==> src/ieu_types_pkg.sv <==
/* Data, address and register-index widths of the 32-bit execute stage.
   Referenced by scope from every RTL unit and the testbench. */
package ieu_types_pkg;

   // Operand and result width
   localparam int DATA_W = 32;

   // Instruction word address, byte address without bits 1..0
   localparam int PC_W = DATA_W - 2;

   // Register file index
   localparam int REG_AW = 5;

   // Shift amount taken from the low bits of operand 2
   localparam int SHAMT_W = 5;

   // One operand or one result
   typedef logic [DATA_W-1:0] data_t;

   // Word address of an instruction
   typedef logic [PC_W-1:0] pc_t;

   // Register number
   typedef logic [REG_AW-1:0] reg_addr_t;

endpackage

==> src/ieu_writeback.sv <==
/* Register-file write port of the execute stage: link address, result mux
   and write enable, all combinational in the commit cycle. */
`timescale 1ns/1ns

module ieu_writeback (
   input  logic                        commit,
   input  logic                        wb_regf,
   input  logic                        jmplink,
   input  ieu_types_pkg::reg_addr_t    wb_reg_addr,
   input  ieu_types_pkg::pc_t          insn_pc,
   input  ieu_types_pkg::data_t        lu_result,
   input  ieu_types_pkg::data_t        au_result,
   input  logic                        lu_sel,
   input  logic                        au_sel,
   output ieu_types_pkg::data_t        regf_din,
   output ieu_types_pkg::reg_addr_t    regf_din_addr,
   output logic                        regf_we
);

   localparam int DW = ieu_types_pkg::DATA_W;

   ieu_types_pkg::pc_t    link_pc;
   ieu_types_pkg::data_t  link_addr;

   // Next instruction after the jump, as a byte address
   assign link_pc   = insn_pc + ieu_types_pkg::pc_t'(1);
   assign link_addr = {link_pc, 2'b00};

   assign regf_din = ({DW{lu_sel}}  & lu_result) |
                     ({DW{au_sel}}  & au_result) |
                     ({DW{jmplink}} & link_addr);

   assign regf_din_addr = wb_reg_addr;
   assign regf_we       = commit & wb_regf;

   // Only one source may drive the write data
   always_comb begin
      if (regf_we) begin
         a_wb_sel_mutex: assert final ($onehot0({lu_sel, au_sel, jmplink}))
            else $error("register write data selects overlap: lu %b au %b link %b",
                        lu_sel, au_sel, jmplink);
      end
   end

endmodule

==> config.mk <==
export PLATFORM = sky130hd
export DESIGN_NAME = ieu_writeback
export DESIGN_NICKNAME = d
export VERILOG_FILES = /design/src/ieu_types_pkg.sv /design/src/ieu_writeback.sv
export SDC_FILE = /design/constraint.sdc
export NUM_CORES = 1
export LEC_CHECK = 0
export ABC_AREA = 1
export BUFFER_PORTS_ARGS = -buffer_cell sky130_fd_sc_hd__buf_2
export CORE_UTILIZATION = 44
export DETAILED_ROUTE_END_ITERATION = 7
export PLACE_DENSITY_LB_ADDON = 0.3
export SKIP_LAST_GASP = 1
export SLEW_MARGIN = 20
export SYNTH_ARGS = -nofsm -noshare
export SYNTH_HDL_FRONTEND = slang
export SYNTH_SLANG_ARGS = --single-unit
==> constraint.sdc <==
create_clock -name vclk -period 1.2
set_input_delay 0 -clock vclk [all_inputs]
set_output_delay 0 -clock vclk [all_outputs]
set_load 0.1 [all_outputs]
# == Word-level counts from Yosys, hierarchy flattened ==
# Index checks and enable logic that the tools add are counted.
# Widths: inputs -> output; s select.
# op_classes
add_sub_neg,1
bitwise_logic,6
# ops
op,count
$and 32x32->32,3
$or 32x32->32,2
$add 30x1->30 const B,1
$and 1x1->1,1
# totals
inputBits,104
elab_cells,7
regBits,0
out_inout_bits,38

# == Longest topological paths before layout ==
# Gate-level depths: netlist (run 1).
# logic_depth
word_depth,3
depth_mapped,9
ltp_nobuf,9

# == Worst setup path after synthesis (run 1) ==
# OpenSTA, ideal clock, no wires.
# synth_timing
path_kind,input port to output port
from,input insn_pc[0]
to,output regf_din[10]
n_path_buf,0
t_required_ps,1200
t_arrival_ps,1997
stages,6
path_slack_ps,-797
path_cell_list,ha_1 nand2_2 nor2_8 nand3_1 nand2_1 o211ai_1
# synth_between
elab_chain_cells,3
# synth_lines
item,line,text
"start, declared",ieu_writeback.sv:10,"input ieu_types_pkg::pc_t insn_pc,"
$add 30x1->30,ieu_writeback.sv:26,assign link_pc = insn_pc + ieu_types_pkg::pc_t'(1);
$and 32x32->32,ieu_writeback.sv:31,({DW{jmplink}} & link_addr);
$or 32x32->32,ieu_writeback.sv:30,({DW{au_sel}} & au_result) |
"end, declared",ieu_writeback.sv:15,"output ieu_types_pkg::data_t regf_din,"
# Every way passes these cells.

# == Final worst setup path (run 1) ==
# layout_timing
from,input insn_pc[8]
to,output regf_din[24]
# The elaborated chain is that of the path after synthesis.

==> reports/results.ini, run 1 <==
[layout]
final_util_pct = 89.20
seqCellArea_um2 = 0
final_cell_area_um2 = 3070
fillCellCount = 181
antenna_cells = 0
final_nets = 555
drive_gt1_share_pct = 50.22
area_growth_pct = 88.19
clkbuf_count = 0
seq_cell_count = 0

[timing]
tightest_slew_ns = 0.4886
drv_slew = 0
setup_viol = 2
max_slew_margin_pct = 67.65
hold_viol_final = 0
holdWs_ns = 0.00004386
max_freq_mhz = 789.8
finalWorstSetupSlack_ns = -0.06619
min_period_ns = 1.266
finalSetupTns_ns = -0.1167
rsz0062_at_grt = true
period_share_pct = 105.5

[pwr]
peakVddDrop_v = 0.0005059
p_per_area_nw_per_um2 = 605.5
p_comb_share_pct = 100.0
design_power_total_w = 0.001859
power.leakage_nw = 1.695
clkPwrFrac_pct = 0
p_sw_share_pct = 63.72
p_sw_w = 0.001185
p_int_w = 0.0006746
seq_power_share_pct = 0

[critical_path]
cpPeakStageDelay_ns = 0.20
cp.arrival_ns = 1.27
end_kind = output port
start_kind = input pin
slowest_stage = nor2_1
crit_chain = buf_2, nand2_4, nor2_1, nand2_1, nor2_4, nand2_1, nand2_1, nand3_1, nand2_2, buf_12
crit_buf_inv = 2
required_ns = 1.20
cp_max_fo = 4
cpLargestDelayFamily = simple AND/OR/NAND/NOR gates
worstSetupStartpoint = insn_pc[8]
critical_path_class = input pin to output port
cp_common_cell = nand2_1

[yosys]
syn_area_per_cell_um2 = 5.163
syn_nets = 421
yosysUniqueCellTypes = 25
syn_inst = 316
syn_area_um2 = 1632
yosysWarnings = 0
yosysSeqAreaShare_pct = 0

[status]
outcome = finished, violations left
violations = negative setup slack

[global_routing]
first_global_vias = 2485
antenna_found_initial = 0
grt_pass1_wl_mm = 10.33
grt_max_degree = 20
grt_usage_pct = 31.22
gr-total-overflow = 0

[min_path]
worstHoldStart = wb_reg_addr[4]
min_path_type = input pin to output port

[route]
met1_length_mm = 2.324
vias_per_cell = 5.368
wl_met3_um = 523
ant_nets = 0
drt-total-wl_mm = 6.472
routed.top_layer = met4
dr.pass1.iters = 4
met2_wirelength_mm = 3.425
drc = 0
vias = 2652
drtIter0Drc = 191
wl_per_cell_um = 13.10

[floorplanning]
dieArea_um2 = 3956
io_pins = 142
die_h_um = 62.90
num_rows = 21
die_x_um = 62.90
initial_core_util_pct = 47.40
coreArea_um2 = 3442

[placed_design]
place_congestion = 0.9900
place_area_um2 = 2942
dp_hpwl_mm = 5.281
io_buffers = 132

[job]
cap_violations = 0

synth_stat cells (all sizes together):
cell type,instances,area share [%]
o21ai,4,1.2
a21oi,2,0.61
o21bai,4,1.8
nor2,41,17
nand2,131,34
nand3,47,14
clkbuf,6,2.0
or2,4,1.5
o211ai,4,1.8
and2,1,0.38
a22o,19,10
ha,1,0.77
inv,44,10
buf,8,3.6
metrics by stage:
stage / std cells / worst slack, ns
after global placement: 491 / -0.03893
after detailed placement: 491 / -0.09270
after CTS: 492 / -0.002753
after floorplan: 316 / -0.7082
final: 494 / -0.06619
after global routing: 494 / -0.1514
path summary, 6_finish.rpt:
path / endpoint / depth (start not counted)
max: regf_din[24] / 10
min: regf_din_addr[4] / 0
power by group through the flow:
stage	Sequential (W)	Clock [W]	Combinational, W
6_report	0	0	0.00186
5_1_grt	0	0	0.00194
4_1_cts	0	0	0.00183
3_5_place_dp	0	0	0.00182
3_3_place_gp	0	0	0.00178
2_1_floorplan	0	0	0.00117
logic make-up (layout without fill, tap and decap cells):
group                    count (synthesis)  in the layout  synth area share (%)
AO/OA/AOI/OAI                           33             33                 15.72
adder cells (fa/ha/maj)                  1              1                0.7667
buffers and inverters                   58            190                 15.72
AND/OR/NAND/NOR                        224            224                 67.79
layout make-up:
cell class | count | area [um2] | share of cell area [%]
Tap cell | 46 | 57.56 | 1.874
Inverter | 44 | 168.9 | 5.501
Multi-Input combinational cell | 258 | 1574 | 51.26
Timing Repair Buffer | 146 | 1270 | 41.36
layout by cell type, fill, tap and decap left out, types with 3 or more instances in the layout:
| cell | instances |
|---|---|
| buf_2 | 98 |
| nand2_1 | 96 |
| inv_1 | 40 |
| nand3_1 | 37 |
| buf_12 | 32 |
| nand2_2 | 25 |
| a22o_1 | 19 |
| nor2_1 | 17 |
| buf_4 | 13 |
| nor2_2 | 10 |
| nor2_4 | 10 |
| nand3_2 | 10 |
| nand2_4 | 9 |
| nor2_8 | 4 |
| o21ai_0 | 4 |
| o211ai_1 | 4 |
| inv_2 | 3 |
| o21bai_1 | 3 |
what timing repair did:
item / CTS / global route
hold buffers: 0 / 0
resized for setup: 7 / 26
endpoints found under the setup margin: 15 / 19
setup buffers: 1 / 2
endpoints found under the hold margin: 0 / 0
pin swaps: 6 / 23
per-layer routing:
layer,vias up,GRT usage (%)
met5,-,0
met1,1198,34.16
met3,25,3.650
met2,157,61.96
li1,1272,-
met4,0,7.267
Note: power is estimated with default switching activity, not from simulation.
==> inputs of run 2 (changes only) <==
BUFFER_PORTS_ARGS = unset   (was -buffer_cell sky130_fd_sc_hd__buf_2)
CORE_UTILIZATION = 45   (was 44)
DONT_BUFFER_PORTS = 1   (was unset)
==> run 2 against run 1 <==
The run now ends clean; fmax increased by 15%; die area shrank 2.2%; power decreased by 21%; first-iteration DRC count fell by 57%; cell count shrank 23%; sequential share of layout area unchanged; design area fell by 25%; critical path depth is the same; sequential cell count did not move; clock-buffer cell count is the same; non-clock buffer count down 112; core utilization decreased by 22 points; critical path type unchanged; critical endpoint unchanged; largest power group unchanged.
==> reports/results.ini, run 2 (synthesis gave the netlist of run 1 again) <==
[floorplanning]
dieArea_um2 = 3871  ; -2.2%
die_h_um = 62.22  ; -1.1%
num_rows = 21  ; unchanged
initial_core_util_pct = 47.77  ; +0.36 points
io_pins = 142  ; unchanged
coreArea_um2 = 3416  ; -0.76%
die_x_um = 62.22  ; -1.1%

[route]
vias = 2037  ; -23%
drt-total-wl_mm = 4.930  ; -24%
drtIter0Drc = 82  ; -57%
vias_per_cell = 5.332  ; -0.67%
drc = 0  ; unchanged
dr.pass1.iters = 4  ; unchanged
wl_per_cell_um = 12.91  ; -1.5%
ant_nets = 0  ; unchanged

[placed_design]
place_inst = 382  ; -22%
place_congestion = 0.8961  ; -9.5%
io_buffers = 0  ; -100%
pre_cts_ws_ns = 0.07929  ; +0.1720 ns
dp_hpwl_mm = 4.215  ; -20%

[min_path]
min_path_type = input pin to output port
worstHoldStart = wb_reg_addr[4]
hold_end = regf_din_addr[4]
whs_path_depth = 0  ; unchanged

[layout]
drive_gt1_share_pct = 27.38  ; -23 points
clkbuf_count = 0  ; unchanged
seq_cell_count = 0  ; unchanged
area_growth_pct = 41.03
final_cell_mix = nand2_1, inv_1, nand3_1
antenna_cells = 0  ; unchanged
final_nets = 443  ; -20%
seqCellArea_um2 = 0  ; unchanged
final_common_cell = nand2_1
instances_no_fill = 382  ; -23%
final_util_pct = 67.36  ; -22 points

[timing]
finalSetupTns_ns = 0  ; +0.1167 ns
holdWs_ns = 0.00003727  ; -0.000006584 ns
setup_viol = 0  ; -2
max_freq_mhz = 907.6  ; +15%
min_period_ns = 1.102  ; -0.1643 ns
drv_slew = 0  ; unchanged
period_share_pct = 91.82  ; -14 points
rsz0062_at_grt = false
hold_viol_final = 0  ; unchanged
finalWorstSetupSlack_ns = 0.09815  ; +0.1643 ns
tightest_slew_ns = 0.2701  ; -0.2185 ns
max_slew_margin_pct = 81.92  ; +14 points

[status]
outcome = complete, no violations

[critical_path]
slowest_stage = nor2_8
cp.arrival_ns = 1.10  ; -0.17 ns
cp_max_fo = 6  ; +2
crit_chain = ha_4, nand2_4, nor2_8, nand2_4, nor2_4, nand2_1, nand2_1, nand3_1, nand2_2, buf_12
required_ns = 1.20  ; about the same
critical_path_class = input pin to output port
start_kind = input pin
end_kind = output port
cpPeakStageDelay_ns = 0.18  ; -0.02 ns

[job]
cap_violations = 0  ; unchanged

[cts]
ctsHoldBuffers = 0  ; unchanged
cts_setup_buffers = 0  ; -1
cts_resized = 0  ; -7

[global_routing]
antenna_found_initial = 0  ; unchanged
grt_max_degree = 33  ; +65%
first_global_vias = 1828  ; -26%
grt_pass1_wl_mm = 8.121  ; -21%
gr-total-overflow = 0  ; unchanged
grt_usage_pct = 24.85  ; -6.4 points

[pwr]
power.leakage_nw = 1.190  ; -30%
p_per_area_nw_per_um2 = 639.9  ; +5.7%
peakVddDrop_v = 0.0004735  ; -6.4%

-- run 2: cell count changes in the layout (fill, tap and decap cells not counted), moves of 3 or more --
cell,delta
buf_2,-98
buf_12,-10
nor2_1,+10
nor2_2,-8
nand2_1,+7
buf_4,-4
nand2_2,-4
clkbuf_16,+3
nand2_4,-3
nand3_1,+3
nand3_2,-3
-- run 2: worst max path at each step --
stage	from	to	cells after the start
2_1_floorplan	insn_pc[0]	regf_din[10]	5
3_3_place_gp	insn_pc[0]	regf_din[20]	10
3_5_place_dp	insn_pc[0]	regf_din[20]	10
4_1_cts	insn_pc[0]	regf_din[20]	10
5_1_grt	insn_pc[0]	regf_din[24]	10
6_report	insn_pc[0]	regf_din[24]	10
-- run 2: area by class of cell --
class              instances  area (um2)
repair buffers            34       583.1
well taps                 46       57.56
multi-input cells        258        1491
inverters                 44       168.9
fillers                  327        1115
-- run 2: power by group --
| group | switching (W) | internal (W) |
|---|---|---|
| clock network | 0 | 0 |
| registers | 0 | 0 |
| logic | 0.000988 | 0.000485 |
-- run 2: through the flow --
stage	power, W	area, um2
floorplan	0.001166	1753
global placement	0.001462	2301
detailed placement	0.001477	2301
CTS	0.001480	2301
global route	0.001529	2301
finish	0.001472	2301
-- run 2: routing by layer --
layer,wire (um),GRT usage [%]
met5,0,0
met3,488,3.493
met2,2485,47.12
met1,1941,30.59
met4,15,1.453
-- run 2: worst max-delay path: cells and delay by family --
| family | cells | cell delay (ns) |
|---|---|---|
| and+or+nand+nor | 8 | 0.79 |
| buffers and inverters | 1 | 0.18 |
| adders and majority gates | 1 | 0.13 |
==> inputs of run 3 (changes only) <==
CAP_MARGIN = 20   (was unset)
REMOVE_ABC_BUFFERS = 1   (was unset)
==> run 3 against run 2 <==
Sequential cell count is the same; fmax fell by 2.1%; clock-buffer cell count unchanged; global-route usage is 1.1 points lower; worst hold slack better by 0.00066 ns; wire length shrank 4.6%; combinational power is essentially flat; power fell by 2.2%; critical endpoint is now regf_din[12]; highest routed layer unchanged.
==> reports/results.ini, run 3 (synthesis gave the netlist of run 1 again) <==
[critical_path]
end_kind = output port
cp.arrival_ns = 1.12  ; +0.02 ns
cpPeakStageDelay_ns = 0.19  ; about the same
slowest_stage = buf_12
critical_path_class = input pin to output port
start_kind = input pin
required_ns = 1.20  ; about the same
cp_max_fo = 6  ; unchanged
crit_chain = ha_4, nand2_4, nor2_8, nand2_8, nor2_4, buf_4, o21ai_0, nand3_1, buf_12

[layout]
instances_no_fill = 383  ; +0.26%
clkbuf_count = 0  ; unchanged
final_nets = 444  ; +0.23%
final_cell_mix = nand2_1, nand3_1, inv_1
seqCellArea_um2 = 0  ; unchanged
antenna_cells = 0  ; unchanged
drive_gt1_share_pct = 20.47  ; -6.9 points
fillCellCount = 329  ; +0.61%
seq_cell_count = 0  ; unchanged
multi_input_area_um2 = 1404  ; -5.9%
final_common_cell = nand2_1
area_growth_pct = 36.66

[global_routing]
first_global_vias = 1901  ; +4.0%
antenna_found_initial = 0  ; unchanged
grt_max_degree = 33  ; unchanged
gr-total-overflow = 0  ; unchanged
grt_pass1_wl_mm = 7.845  ; -3.4%
grt_usage_pct = 23.73  ; -1.1 points

[placed_design]
place_inst = 381  ; -0.26%
place_congestion = 0.9206  ; +2.7%
io_buffers = 0  ; unchanged
dp_hpwl_mm = 3.934  ; -6.7%

[timing]
max_freq_mhz = 888.9  ; -2.1%
tightest_slew_ns = 0.2783  ; +0.008234 ns
min_period_ns = 1.125  ; +0.02311 ns
rsz0062_at_grt = true
hold_viol_final = 0  ; unchanged
period_share_pct = 93.75  ; +1.9 points
setup_viol = 0  ; unchanged
drv_slew = 0  ; unchanged
max_slew_margin_pct = 81.60  ; -0.32 points

[floorplanning]
dieArea_um2 = 3871  ; unchanged
die_h_um = 62.22  ; unchanged
initial_core_util_pct = 47.77  ; unchanged
coreArea_um2 = 3416  ; unchanged
io_pins = 142  ; unchanged
die_x_um = 62.22  ; unchanged
num_rows = 21  ; unchanged

[route]
dr.pass1.iters = 4  ; unchanged
drc = 0  ; unchanged
drt-total-wl_mm = 4.704  ; -4.6%
wl_per_cell_um = 12.28  ; -4.8%
drtIter0Drc = 74  ; -9.8%
vias = 1992  ; -2.2%
vias_per_cell = 5.201  ; -2.5%
ant_nets = 0  ; unchanged

[status]
outcome = complete, no violations

[pwr]
p_per_area_nw_per_um2 = 645.9  ; +0.93%
peakVddDrop_v = 0.0005030  ; +6.2%
power.leakage_nw = 1.182  ; -0.69%
design_power_total_w = 0.001440  ; -2.2%

[cts]
ctsHoldBuffers = 0  ; unchanged

[job]
cap_violations = 0  ; unchanged

[min_path]
min_path_type = input pin to output port

## run 3: cell count changes in the layout (fill, tap and decap cells not counted), sizes merged
cell,before,now
inv,43,44
buf,31,32
clkinvlp,1,0
## run 3: layout make-up
| type | count | share of cell area [%] |
|---|---|---|
| timing repair buffer | 35 | 27.05 |
| tap | 46 | 2.581 |
| multi-input combinational | 258 | 62.96 |
| inverter | 44 | 7.407 |
## run 3: per-layer routing
layer  track usage, %  up-vias  wire length [um]
met1            26.97      854              1911
met2            43.13       87              2304
met4            6.686        0                59
li1                 -     1045                 -
met5                0        -                 0
met3            6.250        6               429
## run 3: per-stage QoR
stage,utilization [%],cell area (um2),TNS (ns),hold slack (ns),setup slack [ns]
after detailed placement,64.10,2190,0,0.0009121,0.04298
after global routing,65.27,2230,-0.01604,0.0005988,-0.01223
final,65.27,2230,0,0.0006949,0.07504
after global placement,64.10,2190,0,0.0009121,0.08683
after CTS,64.10,2190,0,0.0009121,0.04189
after floorplan,-,1540,-6.207,0,-0.7873
## run 3: worst paths after layout
check,from,to,depth (start not counted)
min,wb_reg_addr[1],regf_din_addr[1],0
max,insn_pc[1],regf_din[12],9
## run 3: critical path: cells and delay by family
kind,cells,cell delay (ns)
and+or+nand+nor,5,0.61
buffers and inverters,2,0.32
adders and majority gates,1,0.12
AOI/OAI and AO/OA,1,0.06
## run 3: repair_timing
item	CTS	global route
setup buffers	0	2
gates resized for setup	0	5
endpoints found under the setup margin	0	10
endpoints found under the hold margin	0	0
## run 3: power by group
part	switching, W	internal, W	leakage, nW	total (W)
Clock	0	0	0	0
Combinational	0.000968	0.000472	1.18	0.00144
Sequential	0	0	0	0
