### config.mk
export PLATFORM = sky130hd
export DESIGN_NAME = ieu_arith_unit
export DESIGN_NICKNAME = d
export VERILOG_FILES = /design/src/ieu_types_pkg.sv /design/src/ieu_op_pkg.sv /design/src/ieu_arith_unit.sv
export SDC_FILE = /design/constraint.sdc
export NUM_CORES = 1
export LEC_CHECK = 0
export ABC_CLOCK_PERIOD_IN_PS = 17810
export BUFFER_PORTS_ARGS = -buffer_cell sky130_fd_sc_hd__buf_4
export CAP_MARGIN = 20
export CORE_MARGIN = 4
export CORE_UTILIZATION = 47
export DETAILED_ROUTE_END_ITERATION = 10
export GPL_ROUTABILITY_DRIVEN = 1
export PLACE_DENSITY_LB_ADDON = 0.12
export SLEW_MARGIN = 20
export SYNTH_ARGS = -nofsm -noshare
export SYNTH_HDL_FRONTEND = slang
export SYNTH_SLANG_ARGS = --single-unit
export TNS_END_PERCENT = 20
### constraint.sdc
create_clock -name vclk -period 17.81
set_clock_uncertainty 0.2 [all_clocks]
set_input_delay 3.562 -clock vclk [all_inputs]
set_output_delay 3.562 -clock vclk [all_outputs]
set_load 0.02 [all_outputs]
### src/ieu_types_pkg.sv
/* Data, address and register-index widths of the 32-bit execute stage.
   Referenced by scope from every RTL unit and the testbench. */
package ieu_types_pkg;

   // Operand and result width
   localparam int DATA_W = 32;

   // Instruction word address, byte address without bits 1..0
   localparam int PC_W = DATA_W - 2;

   // Register file index
   localparam int REG_AW = 5;

   // Shift amount taken from the low bits of operand 2
   localparam int SHAMT_W = 5;

   // One operand or one result
   typedef logic [DATA_W-1:0] data_t;

   // Word address of an instruction
   typedef logic [PC_W-1:0] pc_t;

   // Register number
   typedef logic [REG_AW-1:0] reg_addr_t;

endpackage

### src/ieu_op_pkg.sv
/* Opcode bus layout of the logic and arithmetic units, and the flush FSM states.
   Bit positions index the one-hot opcode buses coming from decode. */
package ieu_op_pkg;

   // Logic unit opcode bus
   localparam int LU_OPW = 6;

   localparam int LU_AND = 0;
   localparam int LU_OR  = 1;
   localparam int LU_XOR = 2;
   localparam int LU_SLL = 3;  // Shift left logical
   localparam int LU_SRL = 4;  // Shift right logical
   localparam int LU_SRA = 5;  // Shift right arithmetic

   typedef logic [LU_OPW-1:0] lu_opc_t;

   // Arithmetic unit opcode bus
   localparam int AU_OPW = 3;

   localparam int AU_ADD = 0;
   localparam int AU_SUB = 1;
   localparam int AU_CMP = 2;  // Sets the condition flag only

   typedef logic [AU_OPW-1:0] au_opc_t;

   // Flush request FSM
   typedef enum logic [0:0] {
      FLS_IDLE = 1'b0,
      FLS_HOLD = 1'b1   // Flush raised, waiting for the acknowledge
   } fls_state_t;

endpackage

### src/ieu_arith_unit.sv
/* Add, subtract and compare unit, purely combinational.
   A single adder serves all three opcodes; compare only drives the condition flag. */
`timescale 1ns/1ns

module ieu_arith_unit (
   input  ieu_types_pkg::data_t   operand_1,
   input  ieu_types_pkg::data_t   operand_2,
   input  ieu_op_pkg::au_opc_t    au_opc,
   input  logic                   cmp_eq,
   input  logic                   cmp_signed,
   output ieu_types_pkg::data_t   au_result,
   output logic                   au_sel,
   output logic                   cc_nxt,
   output logic                   cc_we
);

   localparam int DW = ieu_types_pkg::DATA_W;

   logic                  op_sub;
   ieu_types_pkg::data_t  addend;
   logic [DW:0]           sum;      // Carry out in the top bit
   logic                  carry;
   logic                  is_eq;
   logic                  lt_u;
   logic                  lt_s;

   // Compare works on the difference
   assign op_sub = au_opc[ieu_op_pkg::AU_SUB] | au_opc[ieu_op_pkg::AU_CMP];

   // Two's complement subtract as invert plus carry in
   assign addend = op_sub ? ~operand_2 : operand_2;
   assign sum    = {1'b0, operand_1} + {1'b0, addend} + {{DW{1'b0}}, op_sub};
   assign carry  = sum[DW];

   assign au_result = sum[DW-1:0];  // Wraps on overflow

   // Flag outcomes from the difference
   assign is_eq = (sum[DW-1:0] == '0);
   assign lt_u  = ~carry;  // Borrow out means op1 < op2
   always_comb begin
      if (operand_1[DW-1] != operand_2[DW-1]) begin
         lt_s = operand_1[DW-1];  // Signs differ, negative one is smaller
      end else begin
         lt_s = sum[DW-1];
      end
   end

   always_comb begin
      if (cmp_eq) begin
         cc_nxt = is_eq;
      end else if (cmp_signed) begin
         cc_nxt = lt_s;
      end else begin
         cc_nxt = lt_u;
      end
   end

   assign cc_we  = au_opc[ieu_op_pkg::AU_CMP];
   assign au_sel = au_opc[ieu_op_pkg::AU_ADD] | au_opc[ieu_op_pkg::AU_SUB];  // Not compare

endmodule

# After elaboration in Yosys (flattened, before gate mapping)
# Index checks and enable logic that the tools add are counted.
[word_totals]
register_bits = 0
inputBits = 69
out_inout_bits = 35
word_cells = 12
[op_classes]
addsub = 2
eq_ne = 1
muxes = 4
bitwise_logic = 4
reduce_logical = 1
[ops]
columns = ["operator", "n"]
rows = [
  ["32-bit by 32-bit adder with 33-bit output", 1],
  ["33-bit by 1-bit adder with 33-bit output", 1],
  ["32-bit logical NOT", 1],
  ["32-bit 2-to-1 mux", 1],
  ["32-bit inverter", 1],
  ["1-bit 2-to-1 mux", 3],
  ["1-bit bitwise OR", 2],
  ["1-bit inequality test", 1],
  ["1-bit inverter", 1],
]

# Longest topological paths before layout
# Gate-level depths: netlist (run 1).
[logic_depth]
depth_word = 7
depth_mapped = 15
mapped_depth_nobuf = 14

# Least setup slack after synthesis (run 1)
# Ideal clock, no wire load.
[synth_path]
path_type = "in2out"
from = "input au_opc[2]"
to = "output cc_nxt"
arrival_ns = 7.332
required_ns = 14.048
path_slack_ns = 6.716
path_stages = 14
n_path_buf = 1
cell_sequence = "nor2_1 > buf_1 > xnor2_1 > ha_1 > nor2b_1 > o2111ai_1 > a2111o_1 > a2111oi_0 > a211oi_2 > xnor2_1 > or4_1 > nor4_1 > nand4bb_1 > o211ai_2"
[synth_via]
word_cells_on_any_way = 9
cone_classes = "add/sub: 2; mux: 4; bitwise: 2; reduce/logical: 1"
[synth_lines]
columns = ["element", "line", "rtl"]
rows = [
  ["from (decl)", "ieu_arith_unit.sv:8", "input ieu_op_pkg::au_opc_t au_opc,"],
  ["1-bit bitwise OR *", "ieu_arith_unit.sv:28", "assign op_sub = au_opc[ieu_op_pkg::AU_SUB] | au_opc[ieu_op_pkg::AU_CMP];"],
  ["32-bit 2-to-1 mux", "ieu_arith_unit.sv:31", "assign addend = op_sub ? ~operand_2 : operand_2;"],
  ["32-bit by 32-bit adder with 33-bit output", "ieu_arith_unit.sv:32", "assign sum = {1'b0, operand_1} + {1'b0, addend} + {{DW{1'b0}}, op_sub};"],
  ["33-bit by 1-bit adder with 33-bit output *", "ieu_arith_unit.sv:32", ""],
  ["named net au_result[26]", "ieu_arith_unit.sv:11", "output ieu_types_pkg::data_t au_result,"],
  ["32-bit logical NOT *", "ieu_arith_unit.sv:38", "assign is_eq = (sum[DW-1:0] == '0);"],
  ["1-bit 2-to-1 mux *", "ieu_arith_unit.sv:49", "if (cmp_eq) begin"],
  ["to (decl)", "ieu_arith_unit.sv:13", "output logic cc_nxt,"],
]
# Mark *: on every way through the listed nets, which the timed path passes. The rest lies on a longest branch.

# Worst setup path in the final report (run 1)
[layout_path]
from = "input au_opc[2]"
to = "output cc_nxt"
[layout_via]
elab_chain_len = 7
word_cells_on_any_way = 9
cone_classes = "add/sub: 2; mux: 4; bitwise: 2; reduce/logical: 1"
[layout_rtl]
columns = ["element", "line"]
rows = [
  ["1-bit bitwise OR *", "ieu_arith_unit.sv:28"],
  ["32-bit 2-to-1 mux", "ieu_arith_unit.sv:31"],
  ["32-bit by 32-bit adder with 33-bit output", "ieu_arith_unit.sv:32"],
  ["33-bit by 1-bit adder with 33-bit output *", "ieu_arith_unit.sv:32"],
  ["branches (longest 2 deep; another with 32-bit logical NOT)", "-"],
  ["1-bit 2-to-1 mux *", "ieu_arith_unit.sv:49"],
]
# Mark *: on every way between the ends.

==> impl_results.html, run 1 <==
<table>
<tr><th>Metric</th><th>Value</th></tr>
<tr><th colspan="2">Run status</th></tr>
<tr><td>Run status</td><td>complete, no violations</td></tr>
<tr><th colspan="2">Critical path</th></tr>
<tr><td>CP Launch Type</td><td>input pin</td></tr>
<tr><td>Ordered list of cells on the worst path</td><td>buf_4 &gt; nor2_4 &gt; xnor2_1 &gt; inv_1 &gt; fa_1 &gt; nor2b_1 &gt; o2111ai_1 &gt; a2111o_1 &gt; a2111oi_0 &gt; a211oi_2 &gt; xnor2_1 &gt; or4_1 &gt; nor4_1 &gt; nand4bb_1 &gt; o211ai_2 &gt; buf_4</td></tr>
<tr><td>CP Class</td><td>input pin to output pin</td></tr>
<tr><td>Max FO, Critical Path</td><td>10</td></tr>
<tr><td>Data arrival time of the critical path</td><td>7.73 ns</td></tr>
<tr><td>Crit. End Element</td><td>output pin</td></tr>
<tr><td>WP data required</td><td>14.05 ns</td></tr>
<tr><td>Delay of the slowest critical-path stage</td><td>0.53 ns</td></tr>
<tr><td>Slowest cell on crit path</td><td>or4_1</td></tr>
<tr><th colspan="2">Hold path</th></tr>
<tr><td>Hold endpoint</td><td>cc_we</td></tr>
<tr><td>Worst hold path stage count</td><td>2</td></tr>
<tr><td>Min-Delay Startpoint</td><td>au_opc[2]</td></tr>
<tr><td>Hold/Removal Path Class</td><td>input pin to output pin</td></tr>
<tr><th colspan="2">Timing</th></tr>
<tr><td>Final setup margin</td><td>6.32 ns</td></tr>
<tr><td>Hold violation count in the final report</td><td>0</td></tr>
<tr><td>Transition time at the pin with the least slew margin</td><td>0.472 ns</td></tr>
<tr><td>Setup Viol. Count Final</td><td>0</td></tr>
<tr><td>Unrepaired setup endpoints after global routing</td><td>no</td></tr>
<tr><td>Period Utilization, post-route</td><td>64.5%</td></tr>
<tr><td>Maximum clock frequency</td><td>0.0870 GHz</td></tr>
<tr><td>Setup TNS</td><td>0 ns</td></tr>
<tr><td>Shortest clock period the worst path allows after layout</td><td>11.49 ns</td></tr>
<tr><td>Worst slew margin relative to its limit</td><td>67.7%</td></tr>
<tr><td>Count of pins over their slew limit</td><td>0</td></tr>
<tr><td>Hold_ws</td><td>7.18 ns</td></tr>
<tr><th colspan="2">Synth</th></tr>
<tr><td>Synth Area per Inst</td><td>7.28 sq um</td></tr>
<tr><td>Leading cell type by number of instances after synthesis</td><td>xnor2_1</td></tr>
<tr><td>Yosys warnings</td><td>0</td></tr>
<tr><td>Number of unique standard cell types used by synthesis</td><td>65</td></tr>
<tr><td>Area leader, netlist</td><td>ha_1</td></tr>
<tr><td>Top cells by count, synth</td><td>xnor2_1, ha_1, nand2_1</td></tr>
<tr><td>Area of the mapped netlist</td><td>2360 sq um</td></tr>
<tr><td>Sequential area share after synthesis</td><td>0%</td></tr>
<tr><td>Synthesized netlist net count</td><td>427</td></tr>
<tr><td>Biggest area contributors in the synthesized netlist</td><td>ha_1, xnor2_1, a21oi_1, nand2_1, nor2_1</td></tr>
<tr><td>Synthesized netlist cell count</td><td>324</td></tr>
<tr><td>Share of Yosys cell area claimed by the top area cell type</td><td>17.5%</td></tr>
<tr><th colspan="2">Detailed routing</th></tr>
<tr><td>Final WL</td><td>7280 um</td></tr>
<tr><td>Mean number of vias per cell</td><td>5.74</td></tr>
<tr><td>Count of unresolved DRC violations after routing</td><td>0</td></tr>
<tr><td>Final antenna-violating net count</td><td>0</td></tr>
<tr><td>First drt pass iteration count</td><td>4</td></tr>
<tr><td>Number of vias in the routed layout</td><td>2792</td></tr>
<tr><td>Number of DRC markers after the initial detailed-route iteration</td><td>112</td></tr>
<tr><td>Average wire length per cell after detail routing</td><td>15.0 um</td></tr>
<tr><th colspan="2">Place</th></tr>
<tr><td>GPL Wtd Cong</td><td>0.920</td></tr>
<tr><td>Worst-case setup slack after placement</td><td>5.80 ns</td></tr>
<tr><td>Placement-stage cell area</td><td>3190 sq um</td></tr>
<tr><td>Post-detailed-placement half-perimeter wirelength</td><td>6120 um</td></tr>
<tr><td>Count of input and output buffers</td><td>104</td></tr>
<tr><th colspan="2">Floorplanning</th></tr>
<tr><td>Overall die area</td><td>6220 sq um</td></tr>
<tr><td>Initial core utilization</td><td>49.3%</td></tr>
<tr><td>FP Rows</td><td>25</td></tr>
<tr><td>Floorplan Core Area</td><td>4790 sq um</td></tr>
<tr><td>Die extent in y</td><td>78.8 um</td></tr>
<tr><td>DIE WIDTH</td><td>78.8 um</td></tr>
<tr><td>Num ports</td><td>104</td></tr>
<tr><th colspan="2">GRT</th></tr>
<tr><td>Aggregate global-route resource usage</td><td>21.8%</td></tr>
<tr><td>First-pass GRT wire length</td><td>11600 um</td></tr>
<tr><td>Number of global-route vias before repair</td><td>2606</td></tr>
<tr><td>Initial antenna violation count</td><td>0</td></tr>
<tr><td>Maximum number of pins on one net before global-route repair</td><td>32</td></tr>
<tr><td>Total overflow reported by the global router</td><td>0</td></tr>
<tr><th colspan="2">Finish</th></tr>
<tr><td>Net total in the final layout</td><td>524</td></tr>
<tr><td>Number of clock-tree buffers in the layout</td><td>0</td></tr>
<tr><td>Inserted Diodes</td><td>0</td></tr>
<tr><td>Post-synthesis to final-layout area growth</td><td>36.0%</td></tr>
<tr><td>Area of all placed cells without fillers</td><td>3210 sq um</td></tr>
<tr><td>Fraction of layout instances using a drive strength above 1</td><td>29.6%</td></tr>
<tr><td>Sequential standard cell area</td><td>0 sq um</td></tr>
<tr><td>Number of filler instances in the final layout</td><td>451</td></tr>
<tr><td>Sequential cell count of the final layout</td><td>0</td></tr>
<tr><th colspan="2">Flow run</th></tr>
<tr><td>Maximum Capacitance Violations</td><td>0</td></tr>
<tr><th colspan="2">Pwr</th></tr>
<tr><td>Final Total Pwr</td><td>0.208 mW</td></tr>
<tr><td>Total leakage power</td><td>1.41 nW</td></tr>
<tr><td>Worst vdd rail ir drop</td><td>0.0389 mV</td></tr>
<tr><td>Ratio of total power to cell area</td><td>65.0 nW/um^2</td></tr>
<tr><th colspan="2">Clock tree</th></tr>
<tr><td>Post-CTS setup buffer count</td><td>0</td></tr>
<tr><td>CTS Hold Buffers Added</td><td>0</td></tr>
<tr><td>PostCTS Resize Cnt</td><td>0</td></tr>
</table>
placed cells by master (no fill, tap or decap), types with 5 or more instances in the layout:
cell type	instances
xnor2_1	41
a21oi_1	29
nor2_1	23
and2_1	6
ha_1	33
xor2_1	10
nand2_1	31
a21o_1	10
buf_4	104
o31ai_1	6
nand3_1	6
nor3_1	7
inv_1	11
o21a_1	5
o21ai_0	12
critical path: cells and delay by family:
| kind | cells | cell delay, ns |
|---|---|---|
| simple gates | 5 | 1.59 |
| fa+ha+maj | 1 | 0.43 |
| buf+inv | 3 | 0.39 |
| xor+xnor | 2 | 0.36 |
| compound gates | 5 | 1.40 |
cell type report:
cell class | instances | area, sq um | share of cell area (%)
well taps | 67 | 83.8 | 2.61
repair buffers | 105 | 801 | 25.0
inverters | 11 | 41.3 | 1.29
multi-input cells | 303 | 2280 | 71.1
worst max-delay path by stage:
stage | slack [ns] | from | end
CTS | 5.80 | au_opc[2] | cc_nxt
finish | 6.32 | au_opc[2] | cc_nxt
global placement | 5.96 | au_opc[2] | cc_nxt
detailed placement | 5.80 | au_opc[2] | cc_nxt
global route | 6.10 | au_opc[2] | cc_nxt
floorplan | 6.72 | au_opc[2] | cc_nxt
layer usage:
layer | GRT usage, % | wire length [um] | vias to the layer above
met5 | 0 | 0 | -
met4 | 2.23 | 59 | 0
met3 | 1.02 | 473 | 5
met2 | 38.4 | 3450 | 101
met1 | 30.3 | 3290 | 1284
li1 | - | - | 1402
cell families after synthesis:
group	share of synthesized area [%]
xor+xnor	19.6
simple gates	23.5
fa+ha+maj	18.8
compound gates	34.5
buf+inv	3.61
stage by stage:
stage / instances / util (%)
after global placement: 485 / 66.6
after detailed placement: 485 / 66.6
after floorplan: 324 / -
final: 486 / 67.0
after CTS: 485 / 66.6
after global routing: 486 / 67.0
report_power, final:
part / total (mW) / switching [mW] / leakage, nW / internal, mW
clock: 0 / 0 / 0 / 0
combinational: 0.208 / 0.119 / 1.41 / 0.0893
sequential: 0 / 0 / 0 / 0
total: 0.208 / 0.119 / 1.41 / 0.0893
No activity file was read; power rests on OpenSTA's default activity.
==> run 2, diff against run 1 <==
Settings changed: ABC_CLOCK_PERIOD_IN_PS 17810 to 10100, CORE_UTILIZATION 47 to 46.
Clock period 17.81 ns to 10.1 ns, I/O delays scaled along.
==> run 2 against run 1 <==
  * Final area fell by 0.39%
  * Power rose by 75%
  * Non-clock buffer count did not move
  * Worst hold slack got worse by 3.1 ns
  * First-iteration DRC count rose by 55%
  * Critical path depth did not move
  * Global-route usage fell by 1.3 points
  * Wire length fell by 3.3%
  * Sequential cell count did not move
  * Die area rose by 2.0%
  * Critical path type unchanged
==> impl_results.html, run 2 (synthesis gave the netlist of run 1 again) <==
<table>
<tr><th>Metric</th><th>Value</th></tr>
<tr><th colspan="2">Timing</th></tr>
<tr><td>Setup Viol. Count Final</td><td>0</td></tr>
<tr><td>Hold violation count in the final report</td><td>0</td></tr>
<tr><td>Maximum clock frequency</td><td>0.116 GHz</td></tr>
<tr><td>Unrepaired setup endpoints after global routing</td><td>no</td></tr>
<tr><td>Shortest clock period the worst path allows after layout</td><td>8.60 ns</td></tr>
<tr><td>Setup TNS</td><td>0 ns</td></tr>
<tr><td>Worst slew margin relative to its limit</td><td>56.1%</td></tr>
<tr><td>Count of pins over their slew limit</td><td>0</td></tr>
<tr><td>Period Utilization, post-route</td><td>85.1%</td></tr>
<tr><td>Transition time at the pin with the least slew margin</td><td>0.657 ns</td></tr>
<tr><th colspan="2">Finish</th></tr>
<tr><td>Most common cell after layout, fill and taps aside</td><td>buf_4</td></tr>
<tr><td>Sequential cell count of the final layout</td><td>0</td></tr>
<tr><td>Sequential standard cell area</td><td>0 sq um</td></tr>
<tr><td>Inserted Diodes</td><td>0</td></tr>
<tr><td>Final standard cell count with taps included and fillers excluded</td><td>486</td></tr>
<tr><td>Net total in the final layout</td><td>524</td></tr>
<tr><td>Number of filler instances in the final layout</td><td>467</td></tr>
<tr><td>Most frequent cells in the layout</td><td>buf_4, xnor2_1, ha_1</td></tr>
<tr><td>Number of clock-tree buffers in the layout</td><td>0</td></tr>
<tr><td>Post-synthesis to final-layout area growth</td><td>35.4%</td></tr>
<tr><td>Fraction of layout instances using a drive strength above 1</td><td>29.6%</td></tr>
<tr><th colspan="2">Critical path</th></tr>
<tr><td>CP Launch Type</td><td>input pin</td></tr>
<tr><td>CP Class</td><td>input pin to output pin</td></tr>
<tr><td>Crit. End Element</td><td>output pin</td></tr>
<tr><td>Data arrival time of the critical path</td><td>6.38 ns</td></tr>
<tr><td>WP data required</td><td>7.88 ns</td></tr>
<tr><td>Max FO, Critical Path</td><td>19</td></tr>
<tr><th colspan="2">Place</th></tr>
<tr><td>GPL Wtd Cong</td><td>0.890</td></tr>
<tr><td>Count of input and output buffers</td><td>104</td></tr>
<tr><td>Post-detailed-placement half-perimeter wirelength</td><td>6170 um</td></tr>
<tr><td>Number of cells in the design after placement</td><td>486</td></tr>
<tr><th colspan="2">Detailed routing</th></tr>
<tr><td>First drt pass iteration count</td><td>4</td></tr>
<tr><td>Mean number of vias per cell</td><td>5.72</td></tr>
<tr><td>Number of vias in the routed layout</td><td>2779</td></tr>
<tr><td>Average wire length per cell after detail routing</td><td>14.5 um</td></tr>
<tr><td>Final antenna-violating net count</td><td>0</td></tr>
<tr><td>Final WL</td><td>7030 um</td></tr>
<tr><td>Number of DRC markers after the initial detailed-route iteration</td><td>174</td></tr>
<tr><td>Count of unresolved DRC violations after routing</td><td>0</td></tr>
<tr><th colspan="2">Floorplanning</th></tr>
<tr><td>Initial core utilization</td><td>48.6%</td></tr>
<tr><td>FP Rows</td><td>25</td></tr>
<tr><td>Overall die area</td><td>6340 sq um</td></tr>
<tr><td>Floorplan Core Area</td><td>4850 sq um</td></tr>
<tr><td>DIE WIDTH</td><td>79.6 um</td></tr>
<tr><td>Num ports</td><td>104</td></tr>
<tr><td>Die extent in y</td><td>79.6 um</td></tr>
<tr><th colspan="2">Flow run</th></tr>
<tr><td>Maximum Capacitance Violations</td><td>0</td></tr>
<tr><th colspan="2">GRT</th></tr>
<tr><td>Maximum number of pins on one net before global-route repair</td><td>20</td></tr>
<tr><td>Aggregate global-route resource usage</td><td>20.5%</td></tr>
<tr><td>Routing usage on met2</td><td>37.2%</td></tr>
<tr><td>Initial antenna violation count</td><td>0</td></tr>
<tr><td>Global Route met1 Usage</td><td>27.2%</td></tr>
<tr><td>Number of global-route vias before repair</td><td>2483</td></tr>
<tr><td>Gr busiest metal</td><td>met2</td></tr>
<tr><td>Total overflow reported by the global router</td><td>0</td></tr>
<tr><td>GR Util met3</td><td>1.58%</td></tr>
<tr><td>First-pass GRT wire length</td><td>11000 um</td></tr>
<tr><th colspan="2">Clock tree</th></tr>
<tr><td>CTS Hold Buffers Added</td><td>0</td></tr>
<tr><td>PostCTS Resize Cnt</td><td>0</td></tr>
<tr><td>Post-CTS setup buffer count</td><td>0</td></tr>
<tr><th colspan="2">Pwr</th></tr>
<tr><td>Worst vdd rail ir drop</td><td>0.0673 mV</td></tr>
<tr><td>Total leakage power</td><td>1.41 nW</td></tr>
<tr><td>Ratio of total power to cell area</td><td>114 nW/um^2</td></tr>
<tr><th colspan="2">Run status</th></tr>
<tr><td>Run status</td><td>complete, no violations</td></tr>
<tr><th colspan="2">Hold path</th></tr>
<tr><td>Hold/Removal Path Class</td><td>input pin to output pin</td></tr>
</table>
run 2: metal layers:
| metal | up-vias | share of wire, % |
|---|---|---|
| li1 | 1404 | - |
| met1 | 1254 | 44 |
| met2 | 115 | 47 |
| met3 | 6 | 8.0 |
| met4 | 0 | 0.47 |
| met5 | - | 0 |
run 2: power breakdown:
part / switching [mW] / leakage [nW] / internal (mW)
Sequential: 0 / 0 / 0
Clock: 0 / 0 / 0
Combinational: 0.209 / 1.41 / 0.157
Total: 0.209 / 1.41 / 0.157
run 2: cell type report:
cell class                 count  area, sq um  area share (%)
timing repair buffer         105          788            24.7
multi-input combinational    303         2280            71.4
inverter                      11         41.3            1.29
tap                           67         83.8            2.62
run 2: stage by stage:
| stage | instance area, sq um | setup slack (ns) | hold slack [ns] | power [mW] | utilization (%) |
|---|---|---|---|---|---|
| after floorplan | 2360 | 2.09 | 3.95 | 0.237 | - |
| after global placement | 3190 | 1.62 | 4.08 | 0.361 | 65.9 |
| after CTS | 3190 | 1.54 | 4.09 | 0.365 | 65.9 |
| after detailed placement | 3190 | 1.54 | 4.09 | 0.363 | 65.9 |
| after global routing | 3190 | 1.28 | 4.10 | 0.395 | 65.9 |
| final | 3190 | 1.50 | 4.09 | 0.366 | 65.9 |
run 2: worst max-delay path, stage by stage:
cell	delay (ns)
buf_4	0.13
nor2_4	0.53
xnor2_1	0.21
inv_1	0.09
fa_1	0.44
nor2b_1	0.20
o2111ai_1	0.22
a2111o_1	0.49
a2111oi_0	0.49
a211oi_2	0.10
xnor2_1	0.15
or4_1	0.51
nor4_1	0.37
nand4bb_1	0.18
o211ai_2	0.09
buf_4	0.15
run 2: path summary, 6_finish.rpt:
kind | from | to | slack [ns] | depth (start not counted)
worst max-delay path | au_opc[2] | cc_nxt | 1.50 | 16
worst min-delay path | au_opc[2] | cc_we | 4.09 | 2
